File: src/source/soc_bus_pkg.sv
package soc_bus_pkg;

    // Memory map
    localparam logic [63:0] RAM_BASE     = 64'h0000_0000_0000_1000;
    localparam int          RAM_WORDS    = 1024;
    localparam logic [63:0] KEY_ADDR     = 64'h0000_0000_8000_0000;
    localparam logic [63:0] UART_ADDR    = 64'h0000_0000_8000_0008;
    localparam logic [63:0] SD_ADDR_REG  = 64'h0000_0000_8000_0010;
    localparam logic [63:0] SD_READ_REG  = 64'h0000_0000_8000_0018;
    localparam logic [63:0] SD_READY_REG = 64'h0000_0000_8000_0020;
    localparam logic [63:0] SD_AVAIL_REG = 64'h0000_0000_8000_0028;
    localparam logic [63:0] SD_BUF_BASE  = 64'h0000_0000_8000_1000;
    localparam int          SD_BUF_BYTES = 512;

    // Read latency in cycles, counted from rd_start
    localparam int LD_LATENCY    = 3;
    localparam int SHORT_LATENCY = 2;

    typedef enum logic [3:0] {
        REG_NONE,
        REG_RAM,
        REG_KEY,
        REG_UART,
        REG_SD_ADDR,
        REG_SD_READ,
        REG_SD_READY,
        REG_SD_AVAIL,
        REG_SD_BUF
    } region_e;

    // Same encoding as the core's bus_read_type
    typedef enum logic [2:0] {
        LB  = 3'd0,
        LH  = 3'd1,
        LW  = 3'd2,
        LD  = 3'd3,
        LBU = 3'd4,
        LHU = 3'd5,
        LWU = 3'd6
    } load_e;

    typedef struct packed {
        logic        rd_start;
        logic        wr;
        logic        wr_edge;
        region_e     region;
        logic [9:0]  word_index;
        logic [8:0]  buf_index;
        logic [1:0]  byte_offset;
        load_e       load_type;
        logic [63:0] wdata;
    } bus_req_t;

    typedef struct packed {
        logic        done;
        logic        from_ram;
        logic [1:0]  byte_offset;
        load_e       load_type;
        logic [63:0] data;
    } bus_resp_t;

endpackage

File: src/source/bus_decoder.sv
`timescale 1ns/1ps

module bus_decoder import soc_bus_pkg::*; (
    input  logic        CLOCK_50,
    input  logic        KEY0,
    input  logic [63:0] bus_address,
    input  logic [63:0] bus_write_data,
    input  logic        bus_write_enable,
    input  logic        bus_read_enable,
    input  logic [2:0]  bus_read_type,
    output bus_req_t    req
);

    logic        re_d;
    logic        we_d;
    logic        rd_start_q;
    logic        wr_q;
    logic        wr_edge_q;
    region_e     region_c;
    region_e     region_q;
    logic [63:0] ram_off;
    logic [63:0] buf_off;
    logic [9:0]  word_q;
    logic [8:0]  buf_q;
    logic [1:0]  offset_q;
    load_e       type_q;
    logic [63:0] wdata_q;

    // Address to region
    always_comb begin
        ram_off  = bus_address - RAM_BASE;
        buf_off  = bus_address - SD_BUF_BASE;
        region_c = REG_NONE;
        if (bus_address >= RAM_BASE && bus_address < RAM_BASE + 64'(RAM_WORDS * 4)) begin
            region_c = REG_RAM;
        end else if (bus_address == KEY_ADDR) begin
            region_c = REG_KEY;
        end else if (bus_address == UART_ADDR) begin
            region_c = REG_UART;
        end else if (bus_address == SD_ADDR_REG) begin
            region_c = REG_SD_ADDR;
        end else if (bus_address == SD_READ_REG) begin
            region_c = REG_SD_READ;
        end else if (bus_address == SD_READY_REG) begin
            region_c = REG_SD_READY;
        end else if (bus_address == SD_AVAIL_REG) begin
            region_c = REG_SD_AVAIL;
        end else if (bus_address >= SD_BUF_BASE &&
                     bus_address < SD_BUF_BASE + 64'(SD_BUF_BYTES)) begin
            region_c = REG_SD_BUF;
        end
    end

    // Strobes and edge detection
    always_ff @(posedge CLOCK_50 or negedge KEY0) begin
        if (!KEY0) begin
            re_d       <= 1'b0;
            we_d       <= 1'b0;
            rd_start_q <= 1'b0;
            wr_q       <= 1'b0;
            wr_edge_q  <= 1'b0;
        end else begin
            re_d       <= bus_read_enable;
            we_d       <= bus_write_enable;
            rd_start_q <= bus_read_enable && !re_d;
            wr_q       <= bus_write_enable;
            wr_edge_q  <= bus_write_enable && !we_d;
        end
    end

    always_ff @(posedge CLOCK_50) begin
        region_q <= region_c;
        word_q   <= ram_off[11:2];
        buf_q    <= buf_off[8:0];
        offset_q <= bus_address[1:0];
        type_q   <= load_e'(bus_read_type);
        wdata_q  <= bus_write_data;
    end

    always_comb begin
        req.rd_start    = rd_start_q;
        req.wr          = wr_q;
        req.wr_edge     = wr_edge_q;
        req.region      = region_q;
        req.word_index  = word_q;
        req.buf_index   = buf_q;
        req.byte_offset = offset_q;
        req.load_type   = type_q;
        req.wdata       = wdata_q;
    end

    // The core never reads and writes at once
    a_no_read_write: assert property (@(posedge CLOCK_50) disable iff (!KEY0)
        !(bus_read_enable && bus_write_enable));

endmodule

File: config.mk
export PLATFORM = sky130hd
export DESIGN_NAME = bus_decoder
export DESIGN_NICKNAME = d
export VERILOG_FILES = /design/src/source/soc_bus_pkg.sv /design/src/source/bus_decoder.sv
export SDC_FILE = /design/constraint.sdc
export NUM_CORES = 1
export LEC_CHECK = 0
export BUFFER_PORTS_ARGS = -buffer_cell sky130_fd_sc_hd__buf_2
export CAP_MARGIN = 20
export CORE_AREA = 5 5 87 89
export CTS_CLUSTER_SIZE = 24
export DETAILED_ROUTE_END_ITERATION = 6
export DIE_AREA = 0 0 92 94
export PLACE_DENSITY_LB_ADDON = 0.12
export SKIP_CTS_REPAIR_TIMING = 1
export SLEW_MARGIN = 15
export SYNTH_ARGS = -nofsm -noshare
export SYNTH_HDL_FRONTEND = slang
export SYNTH_SLANG_ARGS = --single-unit
File: constraint.sdc
create_clock -name CLOCK_50 -period 1.1 [get_ports CLOCK_50]
set_clock_uncertainty 0.1 [all_clocks]
set_input_delay 0.22 -clock CLOCK_50 [delete_from_list [all_inputs] [get_ports CLOCK_50]]
set_output_delay 0.22 -clock CLOCK_50 [all_outputs]
set_load 0.005 [all_outputs]
==> impl_metrics.tcl <==
set metrics [dict create \
    mostFrequentLayoutCells "202 x buf_2, 82 x dlygate4sd3_1, 57 x dfxtp_1" \
    cp.arrival_ns 0.85 \
    rows 30 \
    fin_crit_sh_pct 106 \
    p_per_area_nw_per_um2 1400 \
    place_hpwl_um 5650 \
    gp_congestion 0.834 \
    crit_slowest_cell "dfrtp_1" \
    syn_avg_cell_area_um2 15.7 \
    worstPathRequired_ns 0.78 \
    drtPass1Iterations 4 \
    io_buffer_count 229 \
    setup_viol 20 \
    ys_types 16 \
    nets 583 \
    core-area_um2 6680 \
    yosysSeqAreaShare_pct 85.0 \
    worstMarginPinSlew_ns 0.361 \
    cts_buffer_depth 2 \
    synth_area_leaders "dfxtp_1 80%, dfrtp_1 4.8%, buf_4 4.3%" \
    totalWireLength_um 7950 \
    cts_buffers 9 \
    route.detailed.drc 0 \
    cts.sinks 87 \
    grt_pass1_vias 1965 \
    die_h_um 94 \
    clock_latency_ns 0.34 \
    reg2reg_from "wr_q" \
    synth_xor_xnor_area_share_pct 0.422 \
    grt_usage_pct 14.4 \
    instances_no_fill 533 \
    via_per_inst 4.14 \
    cp-start-kind "flop" \
    n_antenna_cell 0 \
    grt_overflow 0 \
    rsz0062_at_grt "true" \
    drt_iter0_drc 20 \
    dieArea_um2 8650 \
    timing.final.ws_setup_ns -0.0678 \
    max_freq_ghz 0.856 \
    startpoint "wr_q" \
    r2r_setup_slack_ns 0.45 \
    ir_drop_v 0.000634 \
    cp_num_buf_inv 1 \
    crit_chain "buf_2" \
    relSlewSlack_pct 75.7 \
    wl_per_cell_um 14.9 \
    multi_input_area_um2 297 \
    cp.depth 1 \
    critPathCapture "req[93]" \
    final_common_cell "buf_2" \
    seqCellArea_um2 1790 \
    grt_max_degree 16 \
    clock-root-buffer "clkbuf_8" \
    finalPower_mw 6.42 \
    setup.worst_path.class "reg2out" \
    yosys.area_share.simple_pct 9.84 \
    synth-adder-area-share_pct 0 \
    grt_pass1_wl_um 9360 \
    synth_top_family_by_area "simple AND/OR/NAND/NOR gates" \
    r2r_end "wr_edge_q" \
    path_clk_slew_ns 0.09 \
    initial_core_util_pct 31.0 \
    io-pin-count 230 \
    synth_top_area_share_pct 80.1 \
    leakage_nw 2.22 \
    drv_cap 0 \
    netlist_area_um2 2070 \
    synthCells 132 \
    cts_tree "done" \
    drive_gt1_share_pct 63.8 \
    end_kind "primary output" \
    crit_family "flip-flops" \
    yosysWarningCount 0 \
    ys_ff_latch 87 \
    num-fill-cells 519 \
    vias 2208 \
    synth_area_leader_cell "dfxtp_1" \
    final_antenna_net_count 0 \
    outcome "finished with violations" \
    antenna_found_initial 0 \
    synth_compound_area_share_pct 0.422 \
    violations "setup timing" \
    synth_fp_nets 267 \
    crit_fanout 2 \
    h-tree-depth 3 \
    synth.mux.area_fraction_pct 0 \
    report.final.slew_viol_count 0 \
    final.min_clock_period_ns 1.17 \
    final.setup.tns_ns -0.338 \
    hold_viol_final 0 \
    critPathMaxStageDelay_ns 0.38 \
    dp_cells 435 \
    syn_to_final_growth_pct 121 \
    worstRegToRegCells 1 \
    fp.dieW_um 92 \
    whs_path_depth 3 \
    utilization_pct 68.5 \
    hold_path_class "in2reg" \
]
flip-flops by register name, indices dropped and copies added (netlist names):
register    flops
wdata_q        64
region_q        4
rd_start_q      1
type_q          3
offset_q        1
re_d            1
buf_q           7
wr_edge_q       1
wr_q            1
word_q          4
metal layers:
layer	vias up	wire [µm]	global-route usage (%)
met3	14	756	5.77
met5	-	0	0
met4	0	157	7.92
li1	1064	-	-
met2	140	4610	27.7
met1	990	2420	12.5
through the flow:
step | worst slack (ns) | area [µm²] | hold slack [ns]
floorplan | -0.138 | 2110 | -0.176
global placement | -0.347 | 3310 | -0.0708
detailed placement | -0.394 | 3310 | -0.0676
CTS | -0.0887 | 3520 | -0.451
global route | -0.124 | 4580 | 0.0793
finish | -0.0678 | 4580 | 0.101
worst min-delay path by stage:
stage	start	end
after CTS	KEY0	wr_edge_q
after global routing	bus_address[5]	region_q[2]
after floorplan	KEY0	rd_start_q
after detailed placement	KEY0	wr_edge_q
final	bus_address[5]	region_q[2]
after global placement	KEY0	wr_edge_q
Yosys cell counts:
library cell and n:
o22a_1 1, dfxtp_1 83, nor4_2 1, xnor2_1 1, nor2_1 2, nor2b_1 2
nand3_1 1, dfrtp_1 4, nor3_1 3, nor4b_2 1, nor4_1 11, nand2_1 3
or3_4 1, nor3_2 2, buf_4 12, nand4_1 4
power by group:
group | switching [mW] | leakage [nW] | internal [mW]
Combinational | 0.258 | 1.37 | 0.550
Sequential | 0.0497 | 0.749 | 3.32
Clock | 1.12 | 0.0993 | 1.12
Total | 1.43 | 2.22 | 4.99
cells by family after synthesis:
kind of cell,Yosys count
buffers and inverters,12
XOR/XNOR,1
AND/OR/NAND/NOR,31
AO/OA/AOI/OAI,1
flip-flops,87
area by class of cell:
cell class | count | share of cell area, %
sequential | 87 | 39.2
clock buffer | 10 | 3.01
timing repair buffer | 317 | 47.6
clock inverter | 6 | 1.48
tap | 80 | 2.19
multi-input combinational | 33 | 6.48
(Power assumes the default switching activity.)
