[config.mk]
export PLATFORM = sky130hd
export DESIGN_NAME = periph_regs
export DESIGN_NICKNAME = d
export VERILOG_FILES = /design/src/source/soc_bus_pkg.sv /design/src/source/periph_regs.sv
export SDC_FILE = /design/constraint.sdc
export NUM_CORES = 2
export LEC_CHECK = 0
export BUFFER_PORTS_ARGS = -buffer_cell sky130_fd_sc_hd__buf_2
export CAP_MARGIN = 25
export CORE_ASPECT_RATIO = 0.7
export CORE_MARGIN = 2
export CORE_UTILIZATION = 24
export DETAILED_ROUTE_END_ITERATION = 8
export PLACE_DENSITY_LB_ADDON = 0.08
export SLEW_MARGIN = 20
export SYNTH_ARGS = -nofsm -noshare
export SYNTH_HDL_FRONTEND = slang
export SYNTH_SLANG_ARGS = --single-unit
[constraint.sdc]
create_clock -name CLOCK_50 -period 2.4 [get_ports CLOCK_50]
set_clock_uncertainty 0.2 [all_clocks]
set_input_delay 0 -clock CLOCK_50 [delete_from_list [all_inputs] [get_ports CLOCK_50]]
set_output_delay 0 -clock CLOCK_50 [all_outputs]
set_load 0.1 [all_outputs]
[src/source/soc_bus_pkg.sv]
package soc_bus_pkg;

    // Memory map
    localparam logic [63:0] RAM_BASE     = 64'h0000_0000_0000_1000;
    localparam int          RAM_WORDS    = 1024;
    localparam logic [63:0] KEY_ADDR     = 64'h0000_0000_8000_0000;
    localparam logic [63:0] UART_ADDR    = 64'h0000_0000_8000_0008;
    localparam logic [63:0] SD_ADDR_REG  = 64'h0000_0000_8000_0010;
    localparam logic [63:0] SD_READ_REG  = 64'h0000_0000_8000_0018;
    localparam logic [63:0] SD_READY_REG = 64'h0000_0000_8000_0020;
    localparam logic [63:0] SD_AVAIL_REG = 64'h0000_0000_8000_0028;
    localparam logic [63:0] SD_BUF_BASE  = 64'h0000_0000_8000_1000;
    localparam int          SD_BUF_BYTES = 512;

    // Read latency in cycles, counted from rd_start
    localparam int LD_LATENCY    = 3;
    localparam int SHORT_LATENCY = 2;

    typedef enum logic [3:0] {
        REG_NONE,
        REG_RAM,
        REG_KEY,
        REG_UART,
        REG_SD_ADDR,
        REG_SD_READ,
        REG_SD_READY,
        REG_SD_AVAIL,
        REG_SD_BUF
    } region_e;

    // Same encoding as the core's bus_read_type
    typedef enum logic [2:0] {
        LB  = 3'd0,
        LH  = 3'd1,
        LW  = 3'd2,
        LD  = 3'd3,
        LBU = 3'd4,
        LHU = 3'd5,
        LWU = 3'd6
    } load_e;

    typedef struct packed {
        logic        rd_start;
        logic        wr;
        logic        wr_edge;
        region_e     region;
        logic [9:0]  word_index;
        logic [8:0]  buf_index;
        logic [1:0]  byte_offset;
        load_e       load_type;
        logic [63:0] wdata;
    } bus_req_t;

    typedef struct packed {
        logic        done;
        logic        from_ram;
        logic [1:0]  byte_offset;
        load_e       load_type;
        logic [63:0] data;
    } bus_resp_t;

endpackage

[src/source/periph_regs.sv]
`timescale 1ns/1ps

module periph_regs import soc_bus_pkg::*; (
    input  logic        CLOCK_50,
    input  logic        KEY0,
    input  bus_req_t    req,
    input  logic [7:0]  key_ascii,
    input  logic        key_pressed,
    input  logic        interrupt_ack,
    input  logic [7:0]  sd_byte,
    input  logic        sd_byte_available,
    input  logic        sd_ready,
    output bus_resp_t   resp,
    output logic [3:0]  interrupt_vector,
    output logic [7:0]  uart_data,
    output logic        uart_write,
    output logic [31:0] sd_addr,
    output logic        sd_rd_start
);

    logic        key_d;
    logic        key_edge;
    logic [7:0]  key_reg;
    logic        byte_d;
    logic        byte_edge;
    logic [7:0]  sd_buf [0:SD_BUF_BYTES-1];
    logic [8:0]  byte_index;
    logic        sd_full;
    logic        uart_sel;
    logic        sd_addr_sel;
    logic        sd_read_sel;
    logic        done_q;
    logic [63:0] rdata;

    assign key_edge    = key_pressed && !key_d;
    assign byte_edge   = sd_byte_available && !byte_d;
    assign uart_sel    = req.wr && req.region == REG_UART;
    assign sd_addr_sel = req.wr && req.region == REG_SD_ADDR;
    assign sd_read_sel = req.wr && req.region == REG_SD_READ;

    always_ff @(posedge CLOCK_50 or negedge KEY0) begin
        if (!KEY0) begin
            key_d            <= 1'b0;
            key_reg          <= 8'd0;
            interrupt_vector <= 4'd0;
            byte_d           <= 1'b0;
            byte_index       <= 9'd0;
            sd_full          <= 1'b0;
            uart_write       <= 1'b0;
            sd_rd_start      <= 1'b0;
            done_q           <= 1'b0;
        end else begin
            key_d  <= key_pressed;
            byte_d <= sd_byte_available;

            // Keyboard interrupt, ack wins over a new press
            if (key_edge) begin
                key_reg <= key_ascii;
                if (key_ascii != 8'd0) begin
                    interrupt_vector <= 4'd1;
                end
            end
            if (interrupt_ack) begin
                interrupt_vector <= 4'd0;
            end

            // One strobe per write burst
            uart_write  <= uart_sel && req.wr_edge;
            sd_rd_start <= sd_read_sel && req.wr_edge;

            if (sd_read_sel) begin
                byte_index <= 9'd0;
                sd_full    <= 1'b0;
            end else if (byte_edge) begin
                byte_index <= byte_index + 9'd1;
                if (byte_index == 9'(SD_BUF_BYTES - 1)) begin
                    sd_full <= 1'b1;
                end
            end

            // Everything outside the RAM answers here, unmapped too
            done_q <= req.rd_start && req.region != REG_RAM;
        end
    end

    always_ff @(posedge CLOCK_50) begin
        if (uart_sel) begin
            uart_data <= req.wdata[7:0];
        end
        if (sd_addr_sel) begin
            sd_addr <= req.wdata[31:0];
        end
        if (byte_edge) begin
            sd_buf[byte_index] <= sd_byte;
        end
        if (req.rd_start) begin
            case (req.region)
                REG_KEY:      rdata <= {56'd0, key_reg};
                REG_UART:     rdata <= {56'd0, uart_data};
                REG_SD_ADDR:  rdata <= {32'd0, sd_addr};
                REG_SD_READY: rdata <= {63'd0, sd_ready};
                REG_SD_AVAIL: rdata <= {63'd0, sd_full};
                REG_SD_BUF:   rdata <= {56'd0, sd_buf[req.buf_index]};
                default:      rdata <= 64'd0;
            endcase
        end
    end

    // Register values are already zero-extended
    always_comb begin
        resp.done        = done_q;
        resp.from_ram    = 1'b0;
        resp.byte_offset = 2'd0;
        resp.load_type   = LD;
        resp.data        = rdata;
    end

    a_uart_pulse: assert property (@(posedge CLOCK_50) disable iff (!KEY0)
        uart_write |=> !uart_write);

    a_sd_start_pulse: assert property (@(posedge CLOCK_50) disable iff (!KEY0)
        sd_rd_start |=> !sd_rd_start);

endmodule

==> results_dict.tcl <==
set metrics [dict create \
    failed_checks "negative setup slack" \
    remaining_drc_errors 0 \
    holdPathStages 3 \
    yosys_warnings 0 \
    synth_edf_count 4168 \
    synth_most_common_cell "edfxtp_1" \
    grt_max_degree 121 \
    synth_commonest_cells "4168 x edfxtp_1, 955 x mux4_2, 595 x nor2_1" \
    crit_arrival_ns 3.79 \
    grt_pass1_wl_um 883700 \
    critPathRequiredTime_ns 2.91 \
    fin_crit_sh_pct 136.7 \
    hold_viol 0 \
    hold_class "in2reg" \
    synthTopCellsByArea "edfxtp_1 77%, mux4_2 13%, mux2i_1 1.5%" \
    fin_tns_setup_ns -5.070 \
    insertion_delay_ns 0.97 \
    leakage_nw 69.08 \
    dp_hpwl_um 477200 \
    clk_path_buf_depth 4 \
    worst_pin_slew_ns 1.062 \
    cts_tree "done" \
    die_area_um2 685100 \
    setup_ws_ns -0.8816 \
    antenna_found_initial 126 \
    routed_wl_um 673500 \
    drive_gt1_share_pct 39.05 \
    timing.fmax_ghz 0.3047 \
    firstDrtPassIters 7 \
    grt_overflow 0 \
    portBuffers 145 \
    globalplace.congestion 0.8084 \
    synthesis.area_um2 162800 \
    drv_cap 0 \
    async_flop_share_pct 0.5725 \
    status "complete, but fails checks" \
    grt_use_total_pct 19.11 \
    end_kind "register" \
    clk_pin_slew_ns 0.06 \
    core.rowCount 253 \
    setup_viol 20 \
    critPathKind "reg2reg" \
    largest_register_ffs 4096 \
    first_iter_violations 10720 \
    grt_pass1_vias 91550 \
    worstReg2RegStart "sd_buf[296][1]$_DFFE_PP_" \
    syn_inst 7753 \
    ff2ff_path_depth 6 \
    die_h_um 693.1 \
    startpoint_type "register" \
    ys_seq_area_share_pct 77.25 \
    relSlewSlack_pct 28.47 \
    ant_nets 0 \
    synth_seq_cells 4192 \
    holdPathEnd "sd_buf[78][0]$_DFFE_PP_" \
    synth.largest_area_cell "edfxtp_1" \
    regToRegSetupSlack_ns -0.88 \
    io_pins 234 \
    synth.avg_cell_area_um2 21.00 \
    areaGrowthSynthToFinish_pct 28.65 \
    top_regs "sd_buf (4096), rdata (32), sd_addr (32)" \
    r2r_end "rdata[1]$_DFFE_PP_" \
    drv_slew 0 \
    regMostFlops "sd_buf" \
    clkSinkCount 4192 \
    start_util_pct 24.04 \
    core-area_um2 677100 \
    cts_made_buffers 433 \
    die_w_um 988.4 \
    cts_htree_levels 5 \
    pre_cts_slack_ns -1.733 \
    ir_worst_vdd_mv 0.6152 \
    clock-root-buffer "clkbuf_16" \
    synth_ff_type "edfxtp_1" \
    ys_types 76 \
    wl_per_cell_um 34.40 \
    layout_min_cycle_time_ns 3.282 \
    worstHoldStart "sd_byte[0]" \
    fill_cells 65610 \
    synth_top_area_share_pct 76.88 \
    fin_nets 10250 \
    rsz0062_at_grt "true" \
    vias 90920 \
    crit_path_max_fanout 1 \
    p_per_area_nw_per_um2 779.2 \
    viasPerCell 4.644 \
]
[power breakdown]
group | total [W] | switching [W] | internal [W]
clock network | 0.0687 | 0.0299 | 0.0388
logic | 0.0137 | 0.00893 | 0.00480
registers | 0.0808 | 0.000136 | 0.0807
total | 0.163 | 0.0390 | 0.124
[cells by family (layout without fill, tap and decap cells)]
group           after synthesis  in the layout  synth area share, %
buf+inv                     526           3230                1.900
mux                        1242           1242                15.00
compound gates              624            624                2.688
fa+ha+maj                     5              5              0.03843
flops                      4192           4192                77.25
simple gates               1156           1156                3.086
other cells                   2             71             0.004613
xor+xnor                      6              6              0.03228
[repair_timing]
item	in CTS	in global routing
endpoints found under the hold margin	4332	0
buffers inserted	0	0
hold buffers	151	0
resized for setup	154	83
setup endpoints to repair	279	478
gates cloned	0	0
pin swaps	47	26
[per-stage QoR]
step | util [%] | std cells | total power (W) | hold WS [ns] | instance area [um^2]
3_3_place_gp | 28.45 | 18600 | 0.09565 | -0.1014 | 192700
3_5_place_dp | 28.47 | 18610 | 0.09573 | -0.1047 | 192800
6_report | 30.93 | 19580 | 0.1632 | 0.07202 | 209400
5_1_grt | 30.92 | 19550 | 0.1681 | 0.04868 | 209400
2_1_floorplan | - | 7792 | 0.08708 | -0.4956 | 163300
4_1_cts | 30.88 | 19550 | 0.1651 | 0.002089 | 209100
[layout make-up]
class                           count  area, um^2  share of cell area [%]
Clock buffer                      526       11280                   5.385
Sequential cell                  4192      125800                   60.05
Multi-Input combinational cell   3074       35380                   16.89
Antenna cell                       30       75.07                 0.03584
Inverter                            9       51.30                 0.02449
Clock inverter                    275        2763                   1.319
Timing Repair Buffer             2420       22810                   10.89
Tap cell                         9052       11330                   5.408
[per-layer routing]
metal | GRT usage [%] | up-vias | share of wire, %
met4 | 3.042 | 10 | 1.9
met1 | 29.74 | 50160 | 49
met3 | 3.203 | 604 | 6.5
li1 | - | 37070 | -
met2 | 28.26 | 3072 | 43
met5 | 0 | - | 0.0098
[how the worst max path moves through the flow]
stage | slack (ns) | end | startpoint
floorplan | -0.14 | rdata[1]$_DFFE_PP_ | req[69]
global placement | -2.19 | rdata[2]$_DFFE_PP_ | req[69]
detailed placement | -1.73 | rdata[4]$_DFFE_PP_ | req[69]
CTS | -0.97 | rdata[1]$_DFFE_PP_ | sd_buf[298][1]$_DFFE_PP_
global route | -0.88 | rdata[1]$_DFFE_PP_ | sd_buf[298][1]$_DFFE_PP_
finish | -0.88 | rdata[1]$_DFFE_PP_ | sd_buf[296][1]$_DFFE_PP_
[cells in the final DEF (no fill, tap or decap), types with 31 or more instances in the layout]
| cell type | instances |
|---|---|
| clkbuf_16 | 437 |
| nand3_1 | 41 |
| clkinv_1 | 106 |
| nor3_1 | 49 |
| dlygate4sd3_1 | 144 |
| nor2_1 | 553 |
| and2_1 | 41 |
| clkinv_2 | 83 |
| a21oi_1 | 88 |
| edfxtp_1 | 4168 |
| buf_6 | 38 |
| mux2_2 | 35 |
| o22ai_1 | 107 |
| o21ai_0 | 31 |
| mux2i_1 | 243 |
| buf_2 | 130 |
| bufinv_16 | 50 |
| clkbuf_1 | 87 |
| mux4_2 | 955 |
| conb_1 | 41 |
| buf_4 | 1747 |
| a22oi_1 | 127 |
| buf_12 | 346 |
| nand2_1 | 228 |
| nor2_2 | 36 |
[worst max-delay path, stage by stage, from the launching register on]
cell and delay [ns]:
edfxtp_1 0.37, mux4_2 0.53, mux4_2 0.63, a211oi_2 0.23, o211ai_1 0.45, nand4_1 0.43, o211ai_1 0.14
(Power assumes the default switching activity.)
