<file path="src/source/soc_bus_pkg.sv">
package soc_bus_pkg;

    // Memory map
    localparam logic [63:0] RAM_BASE     = 64'h0000_0000_0000_1000;
    localparam int          RAM_WORDS    = 1024;
    localparam logic [63:0] KEY_ADDR     = 64'h0000_0000_8000_0000;
    localparam logic [63:0] UART_ADDR    = 64'h0000_0000_8000_0008;
    localparam logic [63:0] SD_ADDR_REG  = 64'h0000_0000_8000_0010;
    localparam logic [63:0] SD_READ_REG  = 64'h0000_0000_8000_0018;
    localparam logic [63:0] SD_READY_REG = 64'h0000_0000_8000_0020;
    localparam logic [63:0] SD_AVAIL_REG = 64'h0000_0000_8000_0028;
    localparam logic [63:0] SD_BUF_BASE  = 64'h0000_0000_8000_1000;
    localparam int          SD_BUF_BYTES = 512;

    // Read latency in cycles, counted from rd_start
    localparam int LD_LATENCY    = 3;
    localparam int SHORT_LATENCY = 2;

    typedef enum logic [3:0] {
        REG_NONE,
        REG_RAM,
        REG_KEY,
        REG_UART,
        REG_SD_ADDR,
        REG_SD_READ,
        REG_SD_READY,
        REG_SD_AVAIL,
        REG_SD_BUF
    } region_e;

    // Same encoding as the core's bus_read_type
    typedef enum logic [2:0] {
        LB  = 3'd0,
        LH  = 3'd1,
        LW  = 3'd2,
        LD  = 3'd3,
        LBU = 3'd4,
        LHU = 3'd5,
        LWU = 3'd6
    } load_e;

    typedef struct packed {
        logic        rd_start;
        logic        wr;
        logic        wr_edge;
        region_e     region;
        logic [9:0]  word_index;
        logic [8:0]  buf_index;
        logic [1:0]  byte_offset;
        load_e       load_type;
        logic [63:0] wdata;
    } bus_req_t;

    typedef struct packed {
        logic        done;
        logic        from_ram;
        logic [1:0]  byte_offset;
        load_e       load_type;
        logic [63:0] data;
    } bus_resp_t;

endpackage

</file>
<file path="src/source/read_return.sv">
`timescale 1ns/1ps

module read_return import soc_bus_pkg::*; (
    input  logic        CLOCK_50,
    input  logic        KEY0,
    input  bus_resp_t   ram_resp,
    input  bus_resp_t   periph_resp,
    input  bus_req_t    req,
    output logic [63:0] bus_read_data,
    output logic        bus_read_done,
    output logic [7:0]  debug_led
);

    bus_resp_t   sel;
    logic [63:0] shifted;
    logic [63:0] ext;
    logic        any_done;
    logic        ram_ld;

    assign any_done = ram_resp.done || periph_resp.done;
    assign ram_ld   = req.rd_start && req.region == REG_RAM && req.load_type == LD;

    // Align and extend RAM data
    always_comb begin
        sel     = ram_resp.done ? ram_resp : periph_resp;
        shifted = sel.data >> {sel.byte_offset, 3'b000};
        ext     = sel.data;
        if (sel.from_ram) begin
            case (sel.load_type)
                LB:      ext = {{56{shifted[7]}}, shifted[7:0]};
                LH:      ext = {{48{shifted[15]}}, shifted[15:0]};
                LW:      ext = {{32{shifted[31]}}, shifted[31:0]};
                LBU:     ext = {56'd0, shifted[7:0]};
                LHU:     ext = {48'd0, shifted[15:0]};
                LWU:     ext = {32'd0, shifted[31:0]};
                default: ext = sel.data;
            endcase
        end
    end

    // Data held until the next done
    always_ff @(posedge CLOCK_50) begin
        if (any_done) begin
            bus_read_data <= ext;
        end
    end

    always_ff @(posedge CLOCK_50 or negedge KEY0) begin
        if (!KEY0) begin
            bus_read_done <= 1'b0;
            debug_led     <= 8'd0;
        end else begin
            bus_read_done <= any_done;
            // Low nibble is the last region, bit 5 marks a write
            if (req.rd_start || (req.wr && req.wr_edge)) begin
                debug_led[3:0] <= req.region;
                debug_led[5]   <= req.wr;
            end
            if (any_done) begin
                debug_led[4] <= (ext == 64'd0);
                debug_led[6] <= sel.from_ram;
                debug_led[7] <= sel.from_ram && sel.load_type == LD;
            end
        end
    end

    a_ld_latency: assert property (@(posedge CLOCK_50) disable iff (!KEY0)
        ram_ld |-> ##LD_LATENCY bus_read_done);

    a_short_latency: assert property (@(posedge CLOCK_50) disable iff (!KEY0)
        (req.rd_start && !ram_ld) |-> ##SHORT_LATENCY bus_read_done);

endmodule

</file>
<file path="config.mk">
export PLATFORM = sky130hd
export DESIGN_NAME = read_return
export DESIGN_NICKNAME = d
export VERILOG_FILES = /design/src/source/soc_bus_pkg.sv /design/src/source/read_return.sv
export SDC_FILE = /design/constraint.sdc
export NUM_CORES = 1
export LEC_CHECK = 0
export ABC_CLOCK_PERIOD_IN_PS = 960
export BUFFER_PORTS_ARGS = -buffer_cell sky130_fd_sc_hd__buf_4
export CAP_MARGIN = 20
export CORE_ASPECT_RATIO = 1.2
export CORE_MARGIN = 5
export CORE_UTILIZATION = 30
export DETAILED_ROUTE_END_ITERATION = 8
export HOLD_SLACK_MARGIN = 0.12
export PLACE_DENSITY = 0.71
export SLEW_MARGIN = 20
export SYNTH_ARGS = -nofsm -noshare
export SYNTH_HDL_FRONTEND = slang
export SYNTH_SLANG_ARGS = --single-unit
</file>
<file path="constraint.sdc">
create_clock -name CLOCK_50 -period 0.96 [get_ports CLOCK_50]
set_clock_uncertainty 0.1 [all_clocks]
set_input_delay 0.192 -clock CLOCK_50 [delete_from_list [all_inputs] [get_ports CLOCK_50]]
set_output_delay 0.192 -clock CLOCK_50 [all_outputs]
set_load 0.005 [all_outputs]
</file>
==> results.txt, run 1 <==
The number of enable-type register cells in the synthesized netlist came out at 64. The detailed router finished its first iteration with 547 violations. The count of cells in the finished layout, fillers not included, comes to 1136.

The summed instance area of the synthesized netlist came out at slightly above 5000 um^2. The maximum cell stage delay along the critical path came out at ~330 ps. OpenSTA, run right after detailed placement, puts the worst setup slack at -1790 ps. The DRC violations left came out at 0. In this run the deepest clock path goes through 2 buffers. The compound-cell area share of the yosys netlist is between 15 and 20%. STA classifies the critical path startpoint as an input pin.

The checks that failed: hold timing, setup timing. The final RePlAce weighted congestion is 0.932. After detailed routing, the average wire length per cell comes to between 20 and 25 um. The cell chosen for the clock root is sky130_fd_sc_hd__clkbuf_16.

Static timing analysis puts the maximum clock frequency at 415 MHz. The total via count in the routed design is between 6000 and 7000. The number of clock sinks came out at 73.

The clock insertion delay at the later pin of the skew report is 350 ps. The worst pin sits at a relative slew slack of 61.6%. The first global-routing pass estimated 34.6 mm of wire. The setup path with the least slack is of type input pin to register. The maximum level of the CTS H-tree came out at 3. The finished layout cell area is 10200 um^2.

By area, the combinational part of the netlist is dominated by multiplexers. At the pin with the least slew margin, the transition time is 574 ps. Dividing total power by cell area gives a power density of around 1300 nW/um^2.

In the routed layout, each cell is associated on average with a via count of 5.51. The area share of and/or/nand/nor cells after synthesis came out at 13.2%. The signal on the critical path passes through buf_4 -> mux2_4 -> mux2i_4 -> o22ai_4 -> o311ai_4 -> buf_6 -> buf_12 -> buf_6 -> o221ai_4 -> nor4_2 -> buf_4 -> nand3_2 -> o31ai_2.

The maximum ir drop on the vdd rail is roughly 0.8 mV. The initial core utilization is 30.4%. The via count of the first global-routing pass came out at roughly 6200. The leakage component of the power is 0.00448 uW.

Counting flops and latches in the post-synthesis netlist gives 73. The flow ran to the end, but the final reports show violations. After clock tree synthesis, the clock-pin slew on the worst setup and hold paths is about 60 ps. The estimated wirelength of the detail-placed design came out at 17.0 mm. STA puts the critical path data arrival time at 2560 ps. The net count of the finished layout is 1154.

The final critical delay including setup and external delays is 2410 ps. The most used flip-flop cell after synthesis is sky130_fd_sc_hd__edfxtp_1. The final count of hold timing violations is 1. The number of distinct library cells after synthesis is 51. The remaining global-route overflow came out at 0. The worst register-to-register path begins at debug_led[3]. The die extent in y came out at 153 um. The diode insertion count for antenna repair came out at 0. The portion of netlist area occupied by mux cells came out at a little under a quarter. The required time at the worst-slack endpoint came out at 1110 ps. The number of nets in the synthesized netlist came out at about 740. The tightest hold path in the finished design has a slack of -9.82 ps. The number of antenna violations at the first check in global routing came out at 0. The detailed-router iteration count before antenna repair came out at 5. The final-report setup violation count came out at 206.

The post-route antenna net violation count came out at 0. The post-cts hold buffer count came out at 6. Entering global routing, the biggest net connects 33 pins. The post-synthesis share of cell area spent on full adders, half adders and majority gates is 0%. The tightest min-delay check is of the input pin to register type. In the synthesized netlist, the number of instances is 503. The yosys synthesis warning count is 0. The area share of xor/xnor cells in the synthesized design is 0.172%.

The portion of the post-synthesis area used by sequential elements is 42.1%. The type of destination of the critical path is a register. The synthesis-to-finish area growth is 99.8%.

The number of primary I/O pins came out at 312. In the final layout, the share of cells above drive strength 1 is between 60% and 70%. The biggest fanout along the worst timing path is 5. Buffers inserted during clock tree synthesis total 9. The library cells used most frequently in the layout, excluding fill and tap cells, are sky130_fd_sc_hd__buf_4 (341), sky130_fd_sc_hd__buf_6 (65), sky130_fd_sc_hd__edfxtp_1 (64). The die extent in x came out at 129 um. The core region area came out at 16800 um^2. The number of placement rows came out at 52. The number of cells on the worst reg-to-reg path is 2. Max-cap violations in this run came to 0.

Setup repair after global routing could not meet its margin everywhere. The routed wire length is ~25 mm. After synthesis, the share of flip-flops with an asynchronous set or reset is 12.3%. The timing startpoint of the critical path is periph_resp[67]. The number of placed instances, taps included, is 1071. The die covers 19700 um^2. The aggregate global-route resource usage is 22.9%. The cell with the largest stage delay on the worst path is sky130_fd_sc_hd__mux2_4. Of the available clock period, the critical path in the final layout requires 251%. The clock tree from TritonCTS is yes.

The mean area per synthesized cell is between 10 and 15 um^2. The total placed instance area came out at 8330 um^2. The quantity of I/O buffers inserted on ports is 223. After layout, the worst setup slack is -1450 ps.

The max-slew violation count is 0. The critical hold path startpoint is req[89]. Leaving out fill and tap cells, the most frequent cell in the layout is sky130_fd_sc_hd__buf_4. The cell depth of the worst hold path is 2.
-- path summary, 6_finish.rpt --
kind / endpoint / slack [ps]
max in group asynchronous: debug_led[6] / 510
min reg2reg: debug_led[0] / 430
max: debug_led[4] / -1450
min: debug_led[1] / -10
max reg2reg: debug_led[3] / -10
min in group asynchronous: debug_led[4] / 110
-- stage by stage --
step                      TNS [ps]  utilization [%]  total power (uW)
after floorplan            -187400                -              5790
after global placement     -146600             49.6              8300
after detailed placement   -147080             49.6              8300
after CTS                  -106320             57.8             12600
after global routing       -117110             60.7             13600
final                      -111460             60.7             13100
-- critical path: cells and delay by family --
kind / cells / cell delay, ps
buffers and inverters: 5 / 680
AND/OR/NAND/NOR: 2 / 380
multiplexers: 2 / 570
AO/OA/AOI/OAI: 4 / 740
-- state kept, by name, indices dropped and copies added (netlist names) --
name,flops
bus_read_done,1
bus_read_data,64
debug_led,8
-- synth_stat cells (all sizes together) (2+ instances only) --
library cell  count  area [um^2]
and3              3         18.8
nand4             3         18.8
nand2            41          154
nor2             44          165
a211oi           14          105
nor4b             2         17.5
o221ai           11         96.3
o21ai            51          255
nor4             12         75.1
nand3             8         40.0
edfxtp           64         1920
a31oi             9         62.6
inv               3         11.3
nor2b             6         37.5
o22ai             4         25.0
clkbuf           20         75.1
nor3             19          100
and2              2         12.5
buf              20          154
mux2i            83          842
a221oi            3         26.3
o211ai            2         15.0
mux2             26          308
a22oi             7         52.6
a32oi             2         25.0
a21oi            20          100
dfrtp             9          225
o31ai             2         20.0
-- area by class of cell --
| class | instances | area (um^2) |
|---|---|---|
| clock buffer | 9 | 225 |
| timing repair buffer | 441 | 3980 |
| fill | 1334 | 6600 |
| sequential | 73 | 2150 |
| inverter | 3 | 15.0 |
| clock inverter | 7 | 77.6 |
| tap | 216 | 270 |
| multi-input combinational | 387 | 3470 |
-- power breakdown --
group / total [uW] / switching, uW / internal, uW / leakage (uW)
clock network: 3500 / 1460 / 2030 / 0.000146
registers: 4160 / 166 / 4000 / 0.000771
logic: 5440 / 2430 / 3010 / 0.00356
total: 13100 / 4060 / 9040 / 0.00448
-- layer usage --
metal	vias to the layer above	share of wire [%]	track usage, %
li1	2787	-	-
met1	2966	36	27.4
met2	398	49	38.0
met3	114	9.9	6.07
met4	0	5.4	10.5
met5	-	0	0
-- kinds of logic after synthesis --
family | Yosys count
buffers and inverters | 43
multiplexers | 110
AND/OR/NAND/NOR | 145
flip-flops | 73
XOR/XNOR | 1
AO/OA/AOI/OAI | 131
-- timing repair --
item	in CTS	in global routing
pin swaps	28	19
endpoints found under the hold margin	23	6
setup endpoints to repair	204	206
resized for setup	153	80
gates cloned	7	4
buffers inserted	25	23
(Power assumes the default switching activity.)
==> run 2: changes to the inputs <==
Settings changed: BUFFER_PORTS_ARGS -buffer_cell sky130_fd_sc_hd__buf_4 to default, DONT_BUFFER_PORTS from default to 1, PLACE_DENSITY 0.71 to 0.56.
==> results.txt, run 2 (synthesis gave the netlist of run 1 again) <==
The flow ran to the end, but the final reports show violations. The final reports fail on hold timing, setup timing. The aggregate global-route resource usage came to 20.5% (-2.3 points). The post-place setup slack is -1650 ps (+138 ps). The clock insertion delay at the later pin of the skew report is 340 ps (about the same).

The final-report setup violation count came out at 169 (-18%). The multi-input combinational cell area is 3140 um^2 (-9.6%). The routed length per instance came out at 23.8 um (+7.4%).

More flip-flops sit in one register than any other, and that register is bus_read_data. The diode insertion count for antenna repair came out at 0 (unchanged). The core region area came out at 16800 um^2 (unchanged). The starting DRC count in detailed routing came to 330 (-40%). The final critical delay including setup and external delays is 2110 ps (-296 ps). The detailed-router iteration count before antenna repair was 5 (unchanged).

The wire length of the first global-routing pass is 31.0 mm (-10%). The fmax is 473 MHz (+14%). The total area of sequential cells is 2150 um^2 (unchanged). The worst endpoint data arrival time came out at 2270 ps (-290 ps).

The path class of the tightest hold or removal check is input pin to register. The die extent in y came to 153 um (unchanged). The clock edge transition at the registers on the reported setup and hold paths is 60 ps (about the same). The post-detailed-route via-to-cell ratio is 5.54 (+0.54%).

The number of flip-flops in the largest register is 64 (unchanged). The maximum ir drop on the vdd rail came out at 0.868 mV (+11%). The power density relative to cell area came out at 1450 nW/um^2 (+13%). The routed wire length came out at 21.0 mm (-17%). The maximum root-to-sink buffer count came out at 2 (unchanged). The cell chosen for the clock root is sky130_fd_sc_hd__clkbuf_16.

The total via count in the routed design is 4896 (-22%). The initial core utilization came out at 30.4% (unchanged). The max-slew violation count is 0 (unchanged). The biggest fanout along the worst timing path is 113 (+108). The leakage component of the power is 0.00309 uW (-31%). STA classifies the critical path endpoint as a register.

The die extent in x came out at 129 um (unchanged). TritonCTS built the clock tree. The number of placement rows is 52 (unchanged).

The number of clock sinks came out at 73 (unchanged). The number of antenna violations at the first check in global routing came out at 0 (unchanged). The fraction of the cycle the final worst path needs came out at 220% (-31 points). The DRC violations left came out at 0 (unchanged). Compared with the post-synthesis result, the final layout area differs by 49.7%. The final net count is 901 (-22%). The proportion of layout cells with a drive suffix above 1 is 38.8% (-25 points). The final RePlAce weighted congestion came to 0.986 (+5.8%).

The number of CTS-inserted buffers came to 9 (unchanged). The worst slew slack as a fraction of its limit is 66.6% (+5.0 points). The slew at the pin closest to its max-slew limit came out at 498 ps (-76.2 ps).

The post-cts hold buffer count is 35 (+29). The top cell types in the final layout, fill and taps aside, are sky130_fd_sc_hd__buf_4 (130), sky130_fd_sc_hd__mux2i_1 (72), sky130_fd_sc_hd__edfxtp_1 (64). The remaining global-route overflow came out at 0 (unchanged). The estimated wirelength of the detail-placed design came out at 15.6 mm (-8.4%). The final core utilization is 45.5% (-15 points). STA classifies the critical path startpoint as an input pin. In the final layout, the registers with the most flip-flops are bus_read_data (64), debug_led (8), bus_read_done (1). The quantity of I/O buffers inserted on ports came out at 0 (-100%). The final worst slack is -1150 ps (+296 ps). The maximum level of the CTS H-tree was 3 (unchanged). Setup repair after global routing could not meet its margin everywhere. The number of filler cells placed in the layout is 1592 (+19%). The required time at the worst-slack endpoint is 1120 ps (about the same). The number of primary I/O pins came out at 312 (unchanged). The post-route antenna net violation count is 0 (unchanged). The cell depth of the worst hold path came out at 1 (-1). The final count of hold timing violations is 2 (+1). The critical path class is input pin to register.

The overall die area is 19700 um^2 (unchanged). The via count of the first global-routing pass is 5191 (-16%). The max-cap check violation count came to 0 (unchanged). The library cell used most frequently in the layout, excluding fill and tap cells, is sky130_fd_sc_hd__buf_4. The final hold slack was -128 ps (-119 ps).

The number of cells on the worst reg-to-reg path came out at 1 (-1). The pin count of the biggest net entering global routing is 114 (+250%).
run 2: cell types whose count changed in the layout (fill, tap and decap cells not counted), moves of 9 or more:
cell and change:
sky130_fd_sc_hd__buf_4 -211, sky130_fd_sc_hd__buf_6 -58, sky130_fd_sc_hd__dlygate4sd3_1 +26, sky130_fd_sc_hd__mux2i_1 +11, sky130_fd_sc_hd__buf_12 -9
run 2: metal layers:
layer / global-route usage [%] / wire length (um) / vias up
li1: - / - / 2270
met1: 25.1 / 8450 / 2342
met2: 34.8 / 10500 / 239
met3: 4.85 / 1400 / 45
met4: 7.85 / 662 / 0
met5: 0 / 0 / -
run 2: through the flow:
step / power (uW) / TNS [ps] / cells / cell area [um^2]
4_1_cts: 11000 / -94470 / 867 / 7250
6_report: 11100 / -61840 / 883 / 7640
3_3_place_gp: 6960 / -91090 / 811 / 6350
3_5_place_dp: 6970 / -93300 / 811 / 6350
5_1_grt: 11600 / -66550 / 883 / 7640
2_1_floorplan: 5790 / -187400 / 503 / 5340
run 2: path summary, 6_finish.rpt:
kind	slack (ps)	startpoint	endpoint
worst max-delay path	-1150	ram_resp[70]	debug_led[4]
worst min-delay path	-130	ram_resp[70]	debug_led[6]
worst max register to register	60	debug_led[3]	debug_led[3]
worst min register to register	450	debug_led[1]	debug_led[1]
max in group asynchronous	280	KEY0	debug_led[4]
min in group asynchronous	150	KEY0	debug_led[3]
run 2: final cells by class:
| type | count | area share (%) |
|---|---|---|
| multi-input cells | 387 | 41.1 |
| flip-flops and latches | 73 | 28.1 |
| repair buffers | 188 | 23.0 |
| well taps | 216 | 3.54 |
| clock buffers | 9 | 2.95 |
| clock inverters | 7 | 1.11 |
| inverters | 3 | 0.197 |
run 2: what timing repair did:
item                                    4_1_cts  5_1_grt
buffers inserted                              4       11
hold endpoints to repair                     36       19
cloned                                        1        7
pin swaps                                     7        9
gates resized for setup                      39       53
endpoints found under the setup margin      138      210
run 2: power by group:
group	total (uW)	switching [uW]	internal [uW]
Clock	3610	1360	2250
Combinational	3200	1520	1690
Sequential	4280	270	4010
run 2: critical path, stage by stage:
cell and delay (ps):
sky130_fd_sc_hd__mux2i_4 290, sky130_fd_sc_hd__mux2i_4 310, sky130_fd_sc_hd__nor3_2 70, sky130_fd_sc_hd__o311ai_4 360, sky130_fd_sc_hd__buf_12 170, sky130_fd_sc_hd__o221ai_2 100
sky130_fd_sc_hd__nor4_2 290, sky130_fd_sc_hd__buf_4 160, sky130_fd_sc_hd__nand4_1 100, sky130_fd_sc_hd__o31ai_2 190
==> run 3: changes to the inputs <==
Settings changed: CORE_MARGIN 5 to default, CTS_CLUSTER_SIZE from default to 28, GPL_TIMING_DRIVEN from default to 0.
==> results.txt, run 3 (synthesis gave the netlist of run 1 again) <==
The routed length per instance came out at 28.0 um (+18%). Following the worst setup path forward leads to its endpoint at debug_led[4]. Among all stages on the critical path, the largest delay is contributed by sky130_fd_sc_hd__mux2_4. The post-place setup slack came out at -2470 ps (-823 ps).

The number of antenna violations at the first check in global routing is 0 (unchanged). TritonCTS built the clock tree. The library cells used most frequently in the layout, excluding fill and tap cells, are sky130_fd_sc_hd__edfxtp_1 (64), sky130_fd_sc_hd__buf_4 (49), sky130_fd_sc_hd__mux2i_1 (40). The required time at the worst-slack endpoint came to 1100 ps (-20 ps). The DRC violations left came out at 0 (unchanged). The max-slew violation count is 0 (unchanged). The final net count came out at 855 (-5.1%). The max-cap check violation count is 0 (unchanged).

The startpoint type of the worst setup path is an input pin. The number of primary I/O pins is 312 (unchanged). The setup slack of the worst register-to-register path came out at 70 ps (about the same). The count of buffer and inverter cells on the critical path is 4 (+2). The number of cells on the critical path came out at 12 (+2). The via count of the first global-routing pass is 4995 (-3.8%). The family with the most delay on the worst path is compound AO/OA/AOI/OAI gates. The number of cells on the worst reg-to-reg path is 1 (unchanged). The worst slew slack as a fraction of its limit came to 45.4% (-21 points).

The diode insertion count for antenna repair came out at 0 (unchanged). The power density relative to cell area is 1440 nW/um^2 (-1.2%). The timing startpoint of the critical path is ram_resp[70].

The clock insertion delay at the later pin of the skew report came out at 340 ps (about the same). The worst register-to-register path begins at debug_led[3]. The final setup TNS came out at -141770 ps (-79930 ps).

The starting DRC count in detailed routing is 476 (+44%). The initial core utilization came out at 31.1% (+0.72 points). The number of CTS-inserted buffers came out at 9 (unchanged).

The checks that failed: setup timing. The maximum cell stage delay along the critical path is 340 ps (-20 ps). Setup repair after global routing could not meet its margin everywhere. The core region area is 16400 um^2 (-2.3%). The worst endpoint data arrival time came out at 2580 ps (+310 ps).

The total via count in the routed design is 5051 (+3.2%). The number of clock sinks came out at 73 (unchanged). The slew at the pin closest to its max-slew limit came out at 820 ps (+322 ps). The aggregate global-route resource usage was 25.4% (+4.9 points). The number of flip-flops in the largest register came out at 64 (unchanged). The maximum ir drop on the vdd rail came out at 0.937 mV (+7.9%). The post-detailed-route via-to-cell ratio is 6.07 (+9.5%). The routed wire length is 23.3 mm (+11%).

The most frequent standard cell in the layout excluding fill and tap cells is sky130_fd_sc_hd__edfxtp_1. The final core utilization came out at 51.5% (+6.0 points). The quantity of I/O buffers inserted on ports came out at 0 (unchanged). The cell depth of the worst hold path came out at 2 (+1). The post-route antenna net violation count is 0 (unchanged). Walking the worst path, the cells encountered are buf_12 -> buf_12 -> mux2_4 -> mux2i_4 -> nor3_4 -> o311ai_4 -> buf_12 -> buf_12 -> o221ai_4 -> nor4_2 -> nand3_1 -> o31ai_2. In this run the critical register-to-register path is captured at debug_led[3]. The die extent in x came to 121 um (-6.2%). The final-report setup violation count was 205 (+21%). The fraction of the cycle the final worst path needs came out at 255% (+34 points).

The fmax was 409 MHz (-13%). The leakage component of the power is 0.00312 uW (+1.0%). The remaining global-route overflow came out at 0 (unchanged). The final critical delay including setup and external delays is 2440 ps (+330 ps). The clock edge transition at the registers on the reported setup and hold paths is 60 ps (about the same).

The biggest fanout along the worst timing path is 8 (-93%). The wire length of the first global-routing pass came out at 31.8 mm (+2.6%). The tree is rooted in a sky130_fd_sc_hd__clkbuf_16. In this run the worst hold path is classified as input pin to register. The most numerous cell type found on the critical path is sky130_fd_sc_hd__buf_12. The final RePlAce weighted congestion is 0.907 (-8.0%). The number of placement rows came out at 51 (-1.9%).

The worst setup path is captured at a register. The number of filler cells placed in the layout is 1381 (-13%). The number of placed cells counting well taps came out at 717 (-12%). The estimated wirelength of the detail-placed design came out at 16.1 mm (+3.3%). The largest registers in the layout are bus_read_data (64), debug_led (8), bus_read_done (1). The pin count of the biggest net entering global routing is 24 (-79%). The run finished, with violations left. The final count of hold timing violations is 0 (-2). The final worst slack is -1480 ps (-330 ps).

The maximum level of the CTS H-tree is 3 (unchanged). The overall die area was 17500 um^2 (-11%). The critical path is of the input pin to register type. More flip-flops sit in one register than any other, and that register is bus_read_data. The count of placed standard cells in the final layout, fillers left out came out at 832 (-5.8%). The die extent in y is 145 um (-5.2%). The maximum root-to-sink buffer count is 2 (unchanged). The proportion of layout cells with a drive suffix above 1 came to 50.5% (+12 points). The detailed-router iteration count before antenna repair came out at 5 (unchanged). The synthesis-to-finish area growth came out at 65.4%.
==> run 3: worst min-delay path by stage <==
| stage | from | to | slack (ps) |
|---|---|---|---|
| after floorplan | KEY0 | bus_read_done | -200 |
| after global placement | KEY0 | bus_read_done | -200 |
| after detailed placement | KEY0 | debug_led[0] | -200 |
| after CTS | periph_resp[70] | debug_led[4] | -10 |
| after global routing | periph_resp[58] | bus_read_data[58] | 5 |
| final | periph_resp[58] | bus_read_data[58] | 4 |
==> run 3: power breakdown <==
part / total (uW) / switching, uW / leakage (uW) / internal [uW]
logic: 3760 / 1930 / 0.00218 / 1820
registers: 4280 / 267 / 0.000771 / 4010
clock network: 4080 / 1310 / 0.000169 / 2780
==> run 3: layer usage <==
layer  vias up  wire [um]  track usage, %
li1       2188          -               -
met1      2494       8710            29.1
met2       306      11700            43.2
met3        63       1920            7.41
met4         0        995            12.8
met5         -          0               0
==> run 3: stage by stage <==
step,area (um^2),total power (uW),hold slack [ps]
after floorplan,5340,5790,-204
after global placement,5600,6500,-203
after detailed placement,5650,6540,-203
after CTS,7370,11400,-10.5
after global routing,8440,12500,4.84
final,8440,12100,4.48
==> run 3: timing repair <==
action / CTS / global route
setup buffers: 31 / 44
cloned: 6 / 6
gates resized for setup: 166 / 132
endpoints found under the hold margin: 50 / 33
pin swaps: 15 / 24
hold buffers: 15 / 1
setup endpoints to repair: 205 / 209
==> run 3: cell type report <==
| class | instances | area [um^2] | area share, % |
|---|---|---|---|
| inverter | 3 | 15.0 | 0.178 |
| sequential | 73 | 2150 | 25.4 |
| tap | 212 | 265 | 3.14 |
| timing repair buffer | 104 | 1210 | 14.4 |
| clock buffer | 9 | 225 | 2.67 |
| multi-input combinational | 387 | 3940 | 46.6 |
| buffer | 38 | 507 | 6.00 |
| clock inverter | 6 | 131 | 1.56 |
